$ cat src/common/elevator_config.svh
// elevator controller sizing and door timing constants
`ifndef ELEVATOR_CONFIG_SVH
`define ELEVATOR_CONFIG_SVH

// building size
`define ELEV_FLOORS     8   // floors served, 0 at the bottom
`define ELEV_FLOOR_W    3   // bits of a floor index

// door timing
`define ELEV_DOOR_DWELL 5   // cycles held open once fully open
`define ELEV_CNT_W      8   // dwell counter width

`endif

$ cat src/common/elevator_pkg.sv
// shared vector types and command encodings of the elevator controller
`include "elevator_config.svh"

package elevator_pkg;

	typedef logic [`ELEV_FLOOR_W-1:0] floor_t;     // floor index
	typedef logic [`ELEV_FLOORS-1:0]  call_mask_t; // one bit per floor

	// engine command, same codes as the motor drive
	typedef enum logic [1:0] {
		ENG_IDLE = 2'd0,
		ENG_DOWN = 2'd1,
		ENG_UP   = 2'd2
	} engine_cmd_t;

	// door actuator command
	typedef enum logic [1:0] {
		DOOR_IDLE  = 2'd0,
		DOOR_OPEN  = 2'd1,
		DOOR_CLOSE = 2'd2
	} door_cmd_t;

	// door position sensor
	typedef enum logic [1:0] {
		POS_BETWEEN = 2'd0,
		POS_OPEN    = 2'd1,
		POS_CLOSED  = 2'd2
	} door_pos_t;

	typedef enum logic {
		DIR_DOWN = 1'b0,
		DIR_UP   = 1'b1
	} dir_t;

endpackage

$ cat src/design/call_register.sv
// call register: latches cabin and hall buttons, drops calls once served
`include "elevator_config.svh"

module call_register (
	input  logic                     clk,
	input  logic                     reset,
	input  elevator_pkg::call_mask_t i_btn_cabin,
	input  elevator_pkg::call_mask_t i_btn_up,
	input  elevator_pkg::call_mask_t i_btn_down,
	input  elevator_pkg::call_mask_t i_clr_cabin,
	input  elevator_pkg::call_mask_t i_clr_up,
	input  elevator_pkg::call_mask_t i_clr_down,
	output elevator_pkg::call_mask_t o_pend_cabin,
	output elevator_pkg::call_mask_t o_pend_up,
	output elevator_pkg::call_mask_t o_pend_down
);
	import elevator_pkg::*;

	// no up button on the top floor, no down button on floor 0
	localparam call_mask_t UP_VALID   = call_mask_t'({1'b0, {(`ELEV_FLOORS-1){1'b1}}});
	localparam call_mask_t DOWN_VALID = call_mask_t'({{(`ELEV_FLOORS-1){1'b1}}, 1'b0});

	call_mask_t press_up;
	call_mask_t press_down;

	assign press_up   = i_btn_up & UP_VALID;
	assign press_down = i_btn_down & DOWN_VALID;

	// a press in the clear cycle survives the clear
	always_ff @(posedge clk or negedge reset) begin
		if (!reset) begin
			o_pend_cabin <= '0;
			o_pend_up    <= '0;
			o_pend_down  <= '0;
		end
		else begin
			o_pend_cabin <= (o_pend_cabin & ~i_clr_cabin) | i_btn_cabin;
			o_pend_up    <= (o_pend_up & ~i_clr_up) | press_up;
			o_pend_down  <= (o_pend_down & ~i_clr_down) | press_down;
		end
	end

endmodule

$ cat src/design/door_sequencer.sv
// door sequencer: open, dwell and close cycle with reopen, closed by a req/ack handshake
`include "elevator_config.svh"

module door_sequencer (
	input  logic                    clk,
	input  logic                    reset,
	input  logic                    i_door_req,
	input  elevator_pkg::door_pos_t i_sensor_door,
	input  logic                    i_sensor_inside,
	input  logic                    i_overload,
	input  logic                    i_open_btn,
	output logic                    o_door_ack,
	output elevator_pkg::door_cmd_t o_door
);
	import elevator_pkg::*;

	typedef enum logic [2:0] {IDLE, OPENING, DWELL, CLOSING, DONE} state_t;
	typedef logic [`ELEV_CNT_W-1:0] cnt_t;

	localparam cnt_t DWELL_LAST = cnt_t'(`ELEV_DOOR_DWELL - 1);

	state_t state;
	cnt_t   dwell_cnt;
	logic   obstruct;   // anything that keeps the door open

	assign obstruct = i_sensor_inside | i_overload | i_open_btn;

	always_ff @(posedge clk or negedge reset) begin
		if (!reset) begin
			state      <= IDLE;
			dwell_cnt  <= '0;
			o_door     <= DOOR_IDLE;
			o_door_ack <= 1'b0;
		end
		else begin
			case (state)
				IDLE: begin
					if (i_door_req) begin
						o_door <= DOOR_OPEN;
						state  <= OPENING;
					end
				end
				OPENING: begin
					if (i_sensor_door == POS_OPEN) begin
						dwell_cnt <= '0;
						state     <= DWELL;
					end
				end
				DWELL: begin
					if (obstruct)
						dwell_cnt <= '0;    // hold open while blocked
					else if (dwell_cnt == DWELL_LAST) begin
						o_door <= DOOR_CLOSE;
						state  <= CLOSING;
					end
					else
						dwell_cnt <= dwell_cnt + 1'b1;
				end
				CLOSING: begin
					if (obstruct) begin // reopen, dwell starts over
						o_door <= DOOR_OPEN;
						state  <= OPENING;
					end
					else if (i_sensor_door == POS_CLOSED) begin
						o_door     <= DOOR_IDLE;
						o_door_ack <= 1'b1;
						state      <= DONE;
					end
				end
				DONE: begin
					if (!i_door_req) begin  // req dropped, release ack
						o_door_ack <= 1'b0;
						state      <= IDLE;
					end
				end
				default: state <= IDLE;
			endcase
		end
	end

endmodule

$ cat src/design/elevator_top.sv
// elevator controller top: call register, travel controller and door sequencer
module elevator_top (
	input  logic                      clk,
	input  logic                      reset,
	input  elevator_pkg::call_mask_t  i_btn_cabin,
	input  elevator_pkg::call_mask_t  i_btn_hall_up,
	input  elevator_pkg::call_mask_t  i_btn_hall_down,
	input  logic                      i_sensor_up,
	input  logic                      i_sensor_down,
	input  elevator_pkg::door_pos_t   i_sensor_door,
	input  logic                      i_sensor_inside,
	input  logic                      i_overload,
	input  logic                      i_open_btn,
	output elevator_pkg::engine_cmd_t o_engine,
	output elevator_pkg::door_cmd_t   o_door,
	output elevator_pkg::dir_t        o_direction,
	output elevator_pkg::floor_t      o_level_display
);
	import elevator_pkg::*;

	call_mask_t pend_cabin;
	call_mask_t pend_up;
	call_mask_t pend_down;
	call_mask_t clr_cabin;
	call_mask_t clr_up;
	call_mask_t clr_down;
	logic       door_req;
	logic       door_ack;

	call_register u_calls (
		.clk          (clk),
		.reset        (reset),
		.i_btn_cabin  (i_btn_cabin),
		.i_btn_up     (i_btn_hall_up),
		.i_btn_down   (i_btn_hall_down),
		.i_clr_cabin  (clr_cabin),
		.i_clr_up     (clr_up),
		.i_clr_down   (clr_down),
		.o_pend_cabin (pend_cabin),
		.o_pend_up    (pend_up),
		.o_pend_down  (pend_down)
	);

	travel_ctrl u_travel (
		.clk           (clk),
		.reset         (reset),
		.i_sensor_up   (i_sensor_up),
		.i_sensor_down (i_sensor_down),
		.i_pend_cabin  (pend_cabin),
		.i_pend_up     (pend_up),
		.i_pend_down   (pend_down),
		.i_door_ack    (door_ack),
		.o_door_req    (door_req),
		.o_clr_cabin   (clr_cabin),
		.o_clr_up      (clr_up),
		.o_clr_down    (clr_down),
		.o_engine      (o_engine),
		.o_direction   (o_direction),
		.o_floor       (o_level_display)   // floor register feeds the display
	);

	door_sequencer u_door (
		.clk             (clk),
		.reset           (reset),
		.i_door_req      (door_req),
		.i_sensor_door   (i_sensor_door),
		.i_sensor_inside (i_sensor_inside),
		.i_overload      (i_overload),
		.i_open_btn      (i_open_btn),
		.o_door_ack      (door_ack),
		.o_door          (o_door)
	);

endmodule

$ cat src/dispatch/request_scan.sv
// request scan: pending calls above, below and at a floor for a given direction
module request_scan (
	input  elevator_pkg::call_mask_t i_pend_cabin,
	input  elevator_pkg::call_mask_t i_pend_up,
	input  elevator_pkg::call_mask_t i_pend_down,
	input  elevator_pkg::floor_t     i_floor,
	input  elevator_pkg::dir_t       i_dir,
	output logic                     o_calls_above,
	output logic                     o_calls_below,
	output logic                     o_stop_here_dir,
	output logic                     o_stop_here_rev
);
	import elevator_pkg::*;

	call_mask_t floor_bit;
	call_mask_t below_mask;
	call_mask_t above_mask;
	call_mask_t all_calls;
	call_mask_t hall_dir;
	call_mask_t hall_rev;

	// one-hot of the floor under test
	assign floor_bit  = call_mask_t'(1) << i_floor;
	assign below_mask = floor_bit - 1'b1;              // all floors strictly below
	assign above_mask = ~(below_mask | floor_bit);     // all floors strictly above

	assign all_calls = i_pend_cabin | i_pend_up | i_pend_down;

	assign o_calls_above = |(all_calls & above_mask);
	assign o_calls_below = |(all_calls & below_mask);

	// hall buttons split by travel direction
	always_comb begin
		if (i_dir == DIR_UP) begin
			hall_dir = i_pend_up;
			hall_rev = i_pend_down;
		end
		else begin
			hall_dir = i_pend_down;
			hall_rev = i_pend_up;
		end
	end

	assign o_stop_here_dir = |((i_pend_cabin | hall_dir) & floor_bit);
	assign o_stop_here_rev = |(hall_rev & floor_bit);

endmodule

$ cat src/dispatch/travel_ctrl.sv
// travel controller: drives the cabin, tracks the floor, applies the collective sweep
`include "elevator_config.svh"

module travel_ctrl (
	input  logic                      clk,
	input  logic                      reset,
	input  logic                      i_sensor_up,
	input  logic                      i_sensor_down,
	input  elevator_pkg::call_mask_t  i_pend_cabin,
	input  elevator_pkg::call_mask_t  i_pend_up,
	input  elevator_pkg::call_mask_t  i_pend_down,
	input  logic                      i_door_ack,
	output logic                      o_door_req,
	output elevator_pkg::call_mask_t  o_clr_cabin,
	output elevator_pkg::call_mask_t  o_clr_up,
	output elevator_pkg::call_mask_t  o_clr_down,
	output elevator_pkg::engine_cmd_t o_engine,
	output elevator_pkg::dir_t        o_direction,
	output elevator_pkg::floor_t      o_floor
);
	import elevator_pkg::*;

	typedef enum logic [2:0] {START, DOOR, DECIDE, DEPART, MOVE} state_t;

	localparam floor_t TOP_FLOOR = floor_t'(`ELEV_FLOORS - 1);

	state_t     state;
	logic       level;          // cabin level with a floor
	floor_t     next_floor;
	floor_t     scan_floor;
	call_mask_t here_bit;
	logic       calls_above;
	logic       calls_below;
	logic       stop_here_dir;
	logic       stop_here_rev;
	logic       calls_ahead;
	logic       calls_behind;
	logic       at_limit;
	logic       arrive_turn;
	logic       arrive_stop;
	logic       serve_here;
	logic       turn;
	dir_t       flip_dir;
	dir_t       stop_dir;       // direction held after a stop decision
	call_mask_t stop_clr_up;
	call_mask_t stop_clr_down;

	function automatic engine_cmd_t eng_for(dir_t d);
		return (d == DIR_UP) ? ENG_UP : ENG_DOWN;
	endfunction

	assign level      = i_sensor_up & i_sensor_down;
	assign next_floor = (o_direction == DIR_UP) ? o_floor + 1'b1 : o_floor - 1'b1;
	assign scan_floor = (state == MOVE) ? next_floor : o_floor; // next floor while moving
	assign here_bit   = call_mask_t'(1) << scan_floor;

	request_scan u_scan (
		.i_pend_cabin    (i_pend_cabin),
		.i_pend_up       (i_pend_up),
		.i_pend_down     (i_pend_down),
		.i_floor         (scan_floor),
		.i_dir           (o_direction),
		.o_calls_above   (calls_above),
		.o_calls_below   (calls_below),
		.o_stop_here_dir (stop_here_dir),
		.o_stop_here_rev (stop_here_rev)
	);

	assign calls_ahead  = (o_direction == DIR_UP) ? calls_above : calls_below;
	assign calls_behind = (o_direction == DIR_UP) ? calls_below : calls_above;
	assign flip_dir     = dir_t'(~o_direction);

	// end of shaft always stops and turns the cabin around
	assign at_limit    = (o_direction == DIR_UP) ? (next_floor == TOP_FLOOR) : (next_floor == '0);
	assign arrive_turn = at_limit | (stop_here_rev & ~calls_ahead);
	assign arrive_stop = stop_here_dir | arrive_turn;

	// stopped: serve own direction first, turn here only when nothing lies ahead
	assign serve_here = stop_here_dir | (stop_here_rev & ~calls_ahead);

	always_comb begin
		if (state == MOVE)
			turn = arrive_turn;
		else
			turn = (state == DECIDE) & ~stop_here_dir;
	end

	assign stop_dir      = turn ? flip_dir : o_direction;
	assign stop_clr_up   = (stop_dir == DIR_UP) ? here_bit : '0;
	assign stop_clr_down = (stop_dir == DIR_DOWN) ? here_bit : '0;

	always_ff @(posedge clk or negedge reset) begin
		if (!reset) begin
			state       <= START;
			o_door_req  <= 1'b0;
			o_clr_cabin <= '0;
			o_clr_up    <= '0;
			o_clr_down  <= '0;
			o_engine    <= ENG_IDLE;
			o_direction <= DIR_UP;
			o_floor     <= '0;
		end
		else begin
			o_clr_cabin <= '0;  // clears are single-cycle pulses
			o_clr_up    <= '0;
			o_clr_down  <= '0;
			case (state)
				START: begin    // first door cycle at floor 0
					o_door_req  <= 1'b1;
					o_clr_cabin <= here_bit;
					o_clr_up    <= stop_clr_up;
					o_clr_down  <= stop_clr_down;
					state       <= DOOR;
				end
				DOOR: begin
					if (i_door_ack) begin
						o_door_req <= 1'b0;
						state      <= DECIDE;
					end
				end
				DECIDE: begin   // idle here until a call shows up
					if (serve_here) begin
						if (!i_door_ack) begin  // previous handshake fully closed
							o_direction <= stop_dir;
							o_door_req  <= 1'b1;
							o_clr_cabin <= here_bit;
							o_clr_up    <= stop_clr_up;
							o_clr_down  <= stop_clr_down;
							state       <= DOOR;
						end
					end
					else if (calls_ahead) begin
						o_engine <= eng_for(o_direction);
						state    <= DEPART;
					end
					else if (calls_behind) begin
						o_direction <= flip_dir;
						o_engine    <= eng_for(flip_dir);
						state       <= DEPART;
					end
				end
				DEPART: begin
					if (!level)
						state <= MOVE;  // left the floor zone
				end
				MOVE: begin
					if (level) begin
						o_floor <= next_floor;
						if (arrive_stop) begin
							o_engine    <= ENG_IDLE;
							o_direction <= stop_dir;
							o_door_req  <= 1'b1;
							o_clr_cabin <= here_bit;
							o_clr_up    <= stop_clr_up;
							o_clr_down  <= stop_clr_down;
							state       <= DOOR;
						end
						else begin
							state <= DEPART;    // pass without stopping
						end
					end
				end
				default: state <= START;
			endcase
		end
	end

endmodule

$ cat config.mk
export PLATFORM = sky130hd
export DESIGN_NAME = elevator_top
export DESIGN_NICKNAME = d
export VERILOG_FILES = /design/src/common/elevator_pkg.sv /design/src/design/call_register.sv /design/src/design/door_sequencer.sv /design/src/design/elevator_top.sv /design/src/dispatch/request_scan.sv /design/src/dispatch/travel_ctrl.sv
export VERILOG_INCLUDE_DIRS = /design/src /design/src/common
export SDC_FILE = /design/constraint.sdc
export NUM_CORES = 1
export LEC_CHECK = 0
export BUFFER_PORTS_ARGS = -buffer_cell sky130_fd_sc_hd__buf_2
export CORE_MARGIN = 1
export CORE_UTILIZATION = 55
export DETAILED_ROUTE_END_ITERATION = 7
export PLACE_DENSITY_LB_ADDON = 0.2
export SYNTH_ARGS = -nofsm -noshare
export SYNTH_HDL_FRONTEND = slang
export SYNTH_SLANG_ARGS = --single-unit
$ cat constraint.sdc
create_clock -name clk -period 5.75 [get_ports clk]
set_input_delay 1.15 -clock clk [delete_from_list [all_inputs] [get_ports clk]]
set_output_delay 1.15 -clock clk [all_outputs]
set_load 0.02 [all_outputs]
Word level (Yosys, flattened, before mapping)
Cells that the tools add are included.
{ "classes": {"mux": 78, "n_eq_ne": 33, "reduce_logical": 21, "shifts": 1, "add_sub_neg": 4, "mul": 0, "div": 0, "n_lt_le_gt_ge": 0, "n_bitwise": 29} }
{ "op_table": {"columns": ["cell", "n"], "rows": [
  ["$mux 8", 19],
  ["$pmux 8 s3", 3],
  ["$and 8x8->8", 7],
  ["$mux 3", 16],
  ["$or 8x8->8", 6],
  ["$not 8->8", 4],
  ["$reduce_or 8->1", 4],
  ["$pmux 3 s5", 2],
  ["$mux 2", 13],
  ["$mux 1", 19],
  ["$reduce_and 6->1", 3],
  ["$pmux 8 s2", 1],
  ["$reduce_and 5->1", 3],
  ["$ne 2x1->1 const B", 7],
  ["$ne 2x2->1 const B", 7],
  ["$eq 3x2->1 const B", 4],
  ["$eq 3x3->1 const B", 3],
  ["$logic_not 3->1", 3],
  ["$ne 3x1->1 const B", 3],
  ["$add 8x1->8 const B", 1],
  ["$eq 8x3->1 const B", 1],
  ["$or 8x7->8", 1],
  ["$shl 1x3->8 const A", 1],
  ["$sub 8x1->8 const B", 1],
  ["other kinds (21)", 34]
]} }
{ "word_totals": {"input_bits": 33, "regBits": 72, "mem_count": 0, "mem_bits_rw": 0, "mem_bits_ro": 0, "out_inout_bits": 8, "latch_bits": 0, "word_cells": 181} }

Depth between registers and ports, before layout
Gate-level depths: netlist of the first run.
{ "logic_depth": {"word_depth": 19, "depth_mapped": 22, "depth_no_buf": 17} }

Modules after synthesis
A second synthesis of the first run with hierarchy kept.
{ "hier_totals": {"hier_cells": 407, "area_unflattened_um2": 4146.5} }
{ "by_module_without_submodules": {"columns": ["module", "instances", "cells_each", "seq_area_each_um2", "area_per_inst_um2"], "rows": [
  ["travel_ctrl", 1, 162, 852.1, 1756.7],
  ["door_sequencer", 1, 90, 350.3, 867.1],
  ["call_register", 1, 70, 600.6, 860.8],
  ["request_scan", 1, 85, 0.0, 661.9]
]} }

Least setup slack after synthesis of the first run
No wires, ideal clock.
{ "synth_path": {"kind": "register to register", "start": "register u_travel.o_direction", "end": "register u_travel.o_clr_up[5]", "synth_period_minus_slack_ps": 5354, "slack_ps": 396, "required_time_ps": 5649, "setup_time_ps": 101, "stages_incl_launch_ff": 23, "arrival_time_ps": 5253, "cell_sequence": "dfstp_2 clkbuf_1 clkinv_1 fa_1 xor2_1 or3_1 buf_2 and2_4 buf_6 nand2b_1 ha_1 nand3_1 ha_1 o31ai_1 nand4_1 or4_1 o22ai_1 nand3_1 and2_0 buf_4 a211o_4 buf_4 nor4_1"} }
{ "synth_via": {"elab_chain_len": 18, "elab_cells_between_ends": 37} }
{ "synth_rtl": {"columns": ["element", "line_no", "rtl"], "rows": [
  ["from (decl)", "travel_ctrl.sv:18", "output elevator_pkg::dir_t o_direction,"],
  ["from (signal assigned)", "travel_ctrl.sv:124", "o_direction <= stop_dir;"],
  ["from (signal assigned)", "travel_ctrl.sv:137", "o_direction <= flip_dir;"],
  ["from (signal assigned)", "travel_ctrl.sv:151", "o_direction <= stop_dir;"],
  ["$mux 3", "travel_ctrl.sv:53", "assign next_floor = (o_direction == DIR_UP) ? o_floor + 1'b1 : o_floor - 1'b1;"],
  ["$mux 3", "travel_ctrl.sv:54", "assign scan_floor = (state == MOVE) ? next_floor : o_floor;"],
  ["$shl 1x3->8", "request_scan.sv:23, travel_ctrl.sv:55", null],
  ["$sub 8x1->8", "request_scan.sv:24", "assign below_mask = floor_bit - 1'b1;"],
  ["$or 8x8->8", "request_scan.sv:25", "assign above_mask = ~(below_mask | floor_bit);"],
  ["$not 8->8", "request_scan.sv:25", null],
  ["$and 8x8->8", "request_scan.sv:29", "assign o_calls_above = |(all_calls & above_mask);"],
  ["$reduce_or 8->1", "request_scan.sv:29", null],
  ["[... 2 more ...]", null, null],
  ["$and 1x1->1", "travel_ctrl.sv:75, travel_ctrl.sv:79", null],
  ["$or 1x1->1", "travel_ctrl.sv:75", "assign arrive_turn = at_limit | (stop_here_rev & ~calls_ahead);"],
  ["$mux 1", "travel_ctrl.sv:82", "if (state == MOVE)"],
  ["$mux 1", "travel_ctrl.sv:88", "assign stop_dir = turn ? flip_dir : o_direction;"],
  ["$mux 8", "travel_ctrl.sv:89", "assign stop_clr_up = (stop_dir == DIR_UP) ? here_bit : '0;"],
  ["$mux 8 (on tied branches)", "travel_ctrl.sv:149, travel_ctrl.sv:123", null],
  ["$mux 8 (on tied branches)", "travel_ctrl.sv:147, travel_ctrl.sv:122", null],
  ["$pmux 8 s3 (*)", "travel_ctrl.sv:107", "case (state)"],
  ["to (signal assigned)", "travel_ctrl.sv:111", "o_clr_up <= stop_clr_up;"],
  ["to (signal assigned)", "travel_ctrl.sv:127", "o_clr_up <= stop_clr_up;"],
  ["to (signal assigned)", "travel_ctrl.sv:154", "o_clr_up <= stop_clr_up;"],
  ["to (decl)", "travel_ctrl.sv:15", "output elevator_pkg::call_mask_t o_clr_up,"]
]} }
Every way passes the cells marked *; elsewhere a longest branch is shown, timed or not.
A chain may end at the register's enable or synchronous reset.

Worst setup path after layout of the first run
{ "layout_path": {"start": "register u_travel.o_direction", "end": "register u_travel.o_clr_up[4]"} }
Same word-level chain as after synthesis.

==> results.txt, run 1 <==
P&R area growth vs syn: 10.7%
DR vias: 3,418
Overall routing resource usage: 0.254
CP Capture Type: flop
Cell variety after synth: 68
Primary FF master, synth: dfrtp_1
Setup slack after layout: 0.479 ns
Place WS: 0.571 ns
Post-synthesis instance total: 438
Worst slew margin: 0.396
Starting Density: 0.570
Initial antenna violation count: 0
CORE AREA: 0.00725 mm²
R2R Setup Slk: 0.48 ns
NumNets Final: 523
Initial DRC Count: 202
Peak supply drop: 0.207 mV
Vias in the first global route: 3,025
Post-CTS sizing: 0
Crit-path max FO: 25
PwrDens: 449 mW/mm²
Antenna diodes: 0
CTS tree: yes
Clock Pin Slew Worst Setup and Hold Paths: 0.08 ns
WL/cell: 15.8 µm
Number of flops mapped to enable cells by yosys: 0
Worst hold path class: reg -> reg
Vias per std cell: 5.89
HPWL Detailed: 6510 µm
Worst-Margin Slew: 0.906 ns
Max cap viols: 0
IO Count: 41
Required @ worst endpoint: 6.00 ns
Crit path kind: reg -> reg
Root buffer cell: clkbuf_8
Routability cong.: 0.925
IO Port Bufs: 38
CP Launch Type: flop
Post-Syn Area: 0.00414 mm²
Worst EP arrival: 5.52 ns
Share of flip-flops with an asynchronous set or reset: 1.00
Mean post-synth cell area: 9.44 µm²
Setup Skew: 0.0116 ns
Setup bufs post-CTS: 0
Worst-Skew Late Latency: 0.35 ns
Unrepaired setup endpoints after global routing: no
Hold WS: 0.393 ns
Pin count of the biggest net entering global routing: 73
DRT Pass-1 Iters: 5
Die Y: 88.7 µm
Hold buffers post-CTS: 0
Flops & latches, synth: 72
Final cell count without fillers: 580
Global-route wire length before repair: 14,900 µm
Post-DP Area: 0.00441 mm²
Pins Over Slew Limit: 0
Num CTS Buffers: 9
CTS Sinks: 72
Pleak: 1.98 nW
Antenna-violating nets left: 0
Clock Tree Buf Depth: 2
Part of the Yosys area used for sequential elements: 0.436
Layout fillers: 624
Status: finished, final reports clean
Die width: 88.7 µm
Final Cell Area: 0.00458 mm²
Total Die Area: 0.00787 mm²
Global route overflow: 0
Final wirelength: 9160 µm
Period utilization: 0.917
F_max: 0.190 GHz
Post-Syn Nets: 485
Final Setup Violations: 0
CP Capture Point: u_travel.o_clr_up[4]$_DFF_PN0_
Share of cells above drive strength 1: 0.164
H-tree depth: 3
Placed cells: 564
Yosys Warn Count: 0
Worst reg2reg startpoint: u_travel.o_direction$_DFFE_PN1P_
Setup TNS: 0 ns
Final min period: 5.27 ns
FF-to-FF path depth: 17
Remaining DRCs: 0
Reg-to-reg critical path endpoint: u_travel.o_clr_up[4]$_DFF_PN0_
FP Rows: 31
Final hold vios: 0
Critical Path Start: u_travel.o_direction$_DFFE_PN1P_
==> sequential cells by signal, indices dropped and copies added, names as in the netlist <==
name and count:
u_travel.o_clr_down 8, u_travel.o_clr_cabin 8, u_travel.o_clr_up 8, u_travel.o_direction 1, u_travel.o_door_req 1, u_door.o_door_ack 1
u_travel.o_engine 2, u_door.state 3, u_door.o_door 2, u_calls.o_pend_cabin 8, u_calls.o_pend_down 8, u_travel.o_floor 3
u_door.dwell_cnt 8, u_calls.o_pend_up 8, u_travel.state 3
==> worst max-delay path, stage by stage, from the launching register on <==
cell	delay [ns]
dfstp_2	0.54
clkinv_1	0.09
fa_1	0.48
xor2_1	0.19
or3_1	0.49
and2_4	0.29
nand2b_1	0.22
ha_1	0.23
nand2_1	0.08
ha_1	0.29
o31ai_1	0.10
nand4_1	0.16
or4_1	0.49
o22ai_1	0.21
nand3_1	0.20
and2_0	0.33
a211o_4	0.49
nor4_1	0.27
==> Yosys cell counts, types with 4 or more instances <==
cell type / count / share of area
o211ai_1: 5 / 0.0091
nor2_1: 24 / 0.022
nor4_1: 7 / 0.011
nand4_1: 5 / 0.0076
mux2_2: 4 / 0.011
inv_1: 33 / 0.030
or3_1: 5 / 0.0076
a21o_1: 25 / 0.045
clkbuf_1: 9 / 0.0082
nand2_1: 44 / 0.040
o21ai_0: 18 / 0.022
buf_4: 4 / 0.0073
nand2b_1: 13 / 0.020
nor3_1: 18 / 0.022
a21oi_1: 14 / 0.017
nand3_1: 10 / 0.012
nor2b_1: 8 / 0.012
o22ai_1: 4 / 0.0060
dfrtp_1: 71 / 0.43
ha_1: 13 / 0.039
and3_1: 5 / 0.0076
a211oi_1: 7 / 0.013
o31ai_1: 15 / 0.027
mux2i_1: 10 / 0.024
==> where the power goes <==
part | switching (mW) | internal, mW | total [mW]
combinational | 0.629 | 0.393 | 1.02
clock | 0.189 | 0.168 | 0.357
sequential | 0.0903 | 0.588 | 0.678
==> cells by family (layout without fill, tap and decap cells) <==
group                    count (synthesis)  after routing  share of synthesized area
AO/OA/AOI/OAI                          119            119                      0.211
XOR/XNOR                                 8              8                     0.0206
adder cells (fa/ha/maj)                 14             14                     0.0442
buffers and inverters                   53             96                     0.0563
flip-flops                              72             72                      0.436
multiplexers                            14             14                     0.0351
AND/OR/NAND/NOR                        158            158                      0.197
==> stage by stage <==
step	power (mW)	util
2_1_floorplan	1.45	-
3_3_place_gp	1.67	0.607
3_5_place_dp	1.70	0.607
4_1_cts	2.06	0.631
5_1_grt	2.22	0.631
6_report	2.06	0.631
==> worst min path at each step <==
stage / start / end / slack, ns / cells after the start
after global routing: u_travel.o_clr_up[7]$_DFF_PN0_ / u_calls.o_pend_up[7]$_DFF_PN0_ / 0.41 / 1
final: u_travel.o_clr_up[7]$_DFF_PN0_ / u_calls.o_pend_up[7]$_DFF_PN0_ / 0.39 / 1
after global placement: u_travel.o_clr_down[0]$_DFF_PN0_ / u_calls.o_pend_down[0]$_DFF_PN0_ / 0.38 / 1
after CTS: u_travel.o_clr_down[0]$_DFF_PN0_ / u_calls.o_pend_down[0]$_DFF_PN0_ / 0.39 / 1
after floorplan: u_travel.o_clr_down[0]$_DFF_PN0_ / u_calls.o_pend_down[0]$_DFF_PN0_ / 0.38 / 1
after detailed placement: u_travel.o_clr_down[0]$_DFF_PN0_ / u_calls.o_pend_down[0]$_DFF_PN0_ / 0.38 / 1
==> placed cells by master, fill, tap and decap left out, types with 4 or more instances in the layout <==
cell and n:
buf_2 38, o31ai_1 15, dfrtp_1 71, o211ai_1 5, nand2b_1 13, nor2b_1 8, clkbuf_8 10, nor2_1 24
inv_1 33, and3_1 5, a21oi_1 14, nand3_1 10, mux2i_1 10, a21o_1 25, nand2_1 44, nor4_1 7
buf_4 8, or3_1 5, nand4_1 5, ha_1 13, o21ai_0 18, a211oi_1 7, o22ai_1 4, nor3_1 18
mux2_2 4
==> layer usage <==
layer  global-route usage  part of all wire  vias up
li1                     -                 -     1655
met1                0.359              0.48     1668
met3               0.0532             0.038       19
met5                    0                 0        -
met2                0.387              0.46       76
met4               0.0953             0.021        0
==> final cells by class <==
cell class	instances	area, µm²	area share
clock buffers	11	141	0.0309
repair buffers	46	250	0.0546
flip-flops and latches	72	1800	0.394
inverters	34	128	0.0279
multi-input cells	313	2100	0.459
clock inverters	5	32.5	0.00710
well taps	99	124	0.0270
Note: power is estimated with default switching activity, not from simulation.
==> inputs of run 2 (changes only) <==
--- a/config.mk
+++ b/config.mk
@@ -11,6 +11,7 @@
 export CORE_UTILIZATION = 55
 export DETAILED_ROUTE_END_ITERATION = 7
 export PLACE_DENSITY_LB_ADDON = 0.2
+export REMOVE_ABC_BUFFERS = 1
 export SYNTH_ARGS = -nofsm -noshare
 export SYNTH_HDL_FRONTEND = slang
 export SYNTH_SLANG_ARGS = --single-unit
==> run 2 against run 1 <==
Design area increased by 1.7%. Critical path depth decreased by 1. Power increased by 6.7%. Sequential share of layout area decreased by 0.67 points. Clock skew decreased by 0.00067 ns. Count of clock-buffer cells in the layout unchanged. Non-clock buffer count increased by 1. Sequential cell count unchanged.
==> results.txt, run 2 (synthesis results as in run 1) <==
Setup bufs post-CTS: 0 (unchanged)
Final Setup Violations: 0 (unchanged)
Global-route wire length before repair: 14,600 µm (was 14,900 µm)
Initial DRC Count: 300 (was 202)
Worst EP arrival: 5.53 ns (was 5.52 ns)
Clock power frac: 0.222 (was 0.174)
Max cap viols: 0 (unchanged)
Remaining DRCs: 0 (unchanged)
Num CTS Buffers: 9 (unchanged)
Routability cong.: 0.874 (was 0.925)
Reg power frac: 0.310 (was 0.330)
Die width: 88.7 µm (unchanged)
Setup TNS: 0 ns (unchanged)
DRT Pass-1 Iters: 5 (unchanged)
F_max: 0.189 GHz (was 0.190 GHz)
CTS Sinks: 72 (unchanged)
Crit path top cell by count: ha_1 (unchanged)
CP peak stage delay: 0.64 ns (was 0.54 ns)
Logic pwr share: 0.468 (was 0.497)
Initial antenna violation count: 0 (unchanged)
Post-CTS sizing: 0 (unchanged)
IO Count: 41 (unchanged)
PwrDens: 471 mW/mm² (was 449 mW/mm²)
Clock Tree Buf Depth: 2 (unchanged)
Pins Over Slew Limit: 0 (unchanged)
Crit path kind: reg -> reg (unchanged)
Crit-path max FO: 25 (unchanged)
Total power: 2.19 mW (was 2.06 mW)
CP Capture Type: flop (unchanged)
Clock Pin Slew Worst Setup and Hold Paths: 0.07 ns (was 0.08 ns)
Pin count of the biggest net entering global routing: 47 (was 73)
Worst-Margin Slew: 0.924 ns (was 0.906 ns)
Antenna diodes: 0 (unchanged)
H-tree depth: 3 (unchanged)
Antenna-violating nets left: 0 (unchanged)
Most common cell after layout, fill and taps aside: dfrtp_1 (unchanged)
Switching part of the total: 0.413 (was 0.442)
Peak supply drop: 0.317 mV (was 0.207 mV)
Global route overflow: 0 (unchanged)
HPWL Detailed: 6430 µm (was 6510 µm)
Most frequent cells in the layout: dfrtp_1 (71), nand2_1 (44), buf_2 (38), inv_1 (33), a21o_1 (25) (unchanged)
Starting Density: 0.570 (unchanged)
WL/cell: 15.7 µm (was 15.8 µm)
Setup Skew: 0.0109 ns (was 0.0116 ns)
Die Y: 88.7 µm (unchanged)
CTS tree: yes (unchanged)
Unrepaired setup endpoints after global routing: no (unchanged)
Worst path cell trace: clkinv_1, fa_1, nor4b_1, a22oi_1, nand2b_1, ha_1, nand2_1, ha_1, o31ai_1, nand4_1, or4_1, o22ai_1, nand3_1, and2_0, a211o_4, nor4_1 (was clkinv_1, fa_1, xor2_1, or3_1, and2_4, nand2b_1, ha_1, nand2_1, ha_1, o31ai_1, nand4_1, or4_1, o22ai_1, nand3_1, and2_0, a211o_4, nor4_1)
FP Rows: 31 (unchanged)
Worst hold path class: reg -> reg (unchanged)
DR vias: 3,420 (was 3,418)
CP Launch Type: flop (unchanged)
Sw Pwr: 0.907 mW (was 0.908 mW)
Status: finished, final reports clean (unchanged)
Total Die Area: 0.00787 mm² (unchanged)
Vias per std cell: 5.89 (about the same)
Final min period: 5.28 ns (was 5.27 ns)
Share of cells above drive strength 1: 0.166 (was 0.164)
Worst-Skew Late Latency: 0.36 ns (was 0.35 ns)
Hold buffers post-CTS: 0 (unchanged)
P&R area growth vs syn: 12.6% (was 10.7%)
Hold WS: 0.395 ns (was 0.393 ns)
Int Power: 1.29 mW (was 1.15 mW)
Final wirelength: 9120 µm (was 9160 µm)
Max stage delay cell, worst path: nor4b_1 (was dfstp_2)
Required @ worst endpoint: 6.00 ns (about the same)
Vias in the first global route: 3,154 (was 3,025)
Final hold vios: 0 (unchanged)
CORE AREA: 0.00725 mm² (unchanged)
Overall routing resource usage: 0.249 (was 0.254)
Root buffer cell: clkbuf_8 (unchanged)
Period utilization: 0.918 (was 0.917)
NumNets Final: 524 (was 523)
Pleak: 2.01 nW (was 1.98 nW)
Worst slew margin: 0.383 (was 0.396)
IO Port Bufs: 38 (unchanged)
## run 2: cell types whose count changed in the layout (fill, tap and decap cells not counted)
cell,delta
buf_4,+1
bufinv_16,+3
clkinv_2,-2
clkinv_4,-1
## run 2: layer usage
layer	part of all wire	global-route usage	wire length, µm	vias up
met5	0	0	0	-
li1	-	-	-	1649
met1	0.44	0.298	3990	1634
met4	0.029	0.120	267	0
met2	0.48	0.424	4350	111
met3	0.056	0.0560	508	26
## run 2: cell type report
type / count / area [µm²]
fillers: 616 / 2590
multi-input cells: 313 / 2100
flip-flops and latches: 72 / 1800
repair buffers: 47 / 258
clock buffers: 11 / 141
inverters: 34 / 128
well taps: 99 / 124
clock inverters: 5 / 104
## run 2: final timing paths
path,depth (start not counted),from,to,slack (ns)
max in group asynchronous,2,reset,u_travel.o_clr_up[1]$_DFF_PN0_,3.99
min in group asynchronous,1,reset,u_calls.o_pend_down[4]$_DFF_PN0_,0.77
min reg2reg,1,u_travel.o_clr_up[7]$_DFF_PN0_,u_calls.o_pend_up[7]$_DFF_PN0_,0.39
min,1,u_travel.o_clr_up[7]$_DFF_PN0_,u_calls.o_pend_up[7]$_DFF_PN0_,0.39
max,16,u_travel.o_direction$_DFFE_PN1P_,u_travel.o_clr_up[6]$_DFF_PN0_,0.47
max reg2reg,16,u_travel.o_direction$_DFFE_PN1P_,u_travel.o_clr_up[6]$_DFF_PN0_,0.47
## run 2: metrics by stage
step           utilization  setup slack, ns  area (µm²)  instances
2_1_floorplan            -            0.423        4030        419
6_report             0.642            0.470        4660        581
5_1_grt              0.642            0.158        4660        581
4_1_cts              0.642            0.497        4660        581
3_3_place_gp         0.608            0.596        4410        565
3_5_place_dp         0.608            0.575        4410        565
## run 2: power by group through the flow
stage / Combinational (mW) / Sequential (mW) / Clock, mW
after CTS: 1.02 / 0.680 / 0.496
after detailed placement: 1.01 / 0.688 / 0
after global routing: 1.13 / 0.693 / 0.512
after floorplan: 0.675 / 0.725 / 0
final: 1.03 / 0.681 / 0.487
after global placement: 0.989 / 0.683 / 0
## run 2: worst max-delay path, delay by kind of cell (launching register included)
family	cells	cell delay [ns]
buf+inv	1	0.09
flops	1	0.53
simple gates	8	2.44
compound gates	4	0.97
fa+ha+maj	3	1.12
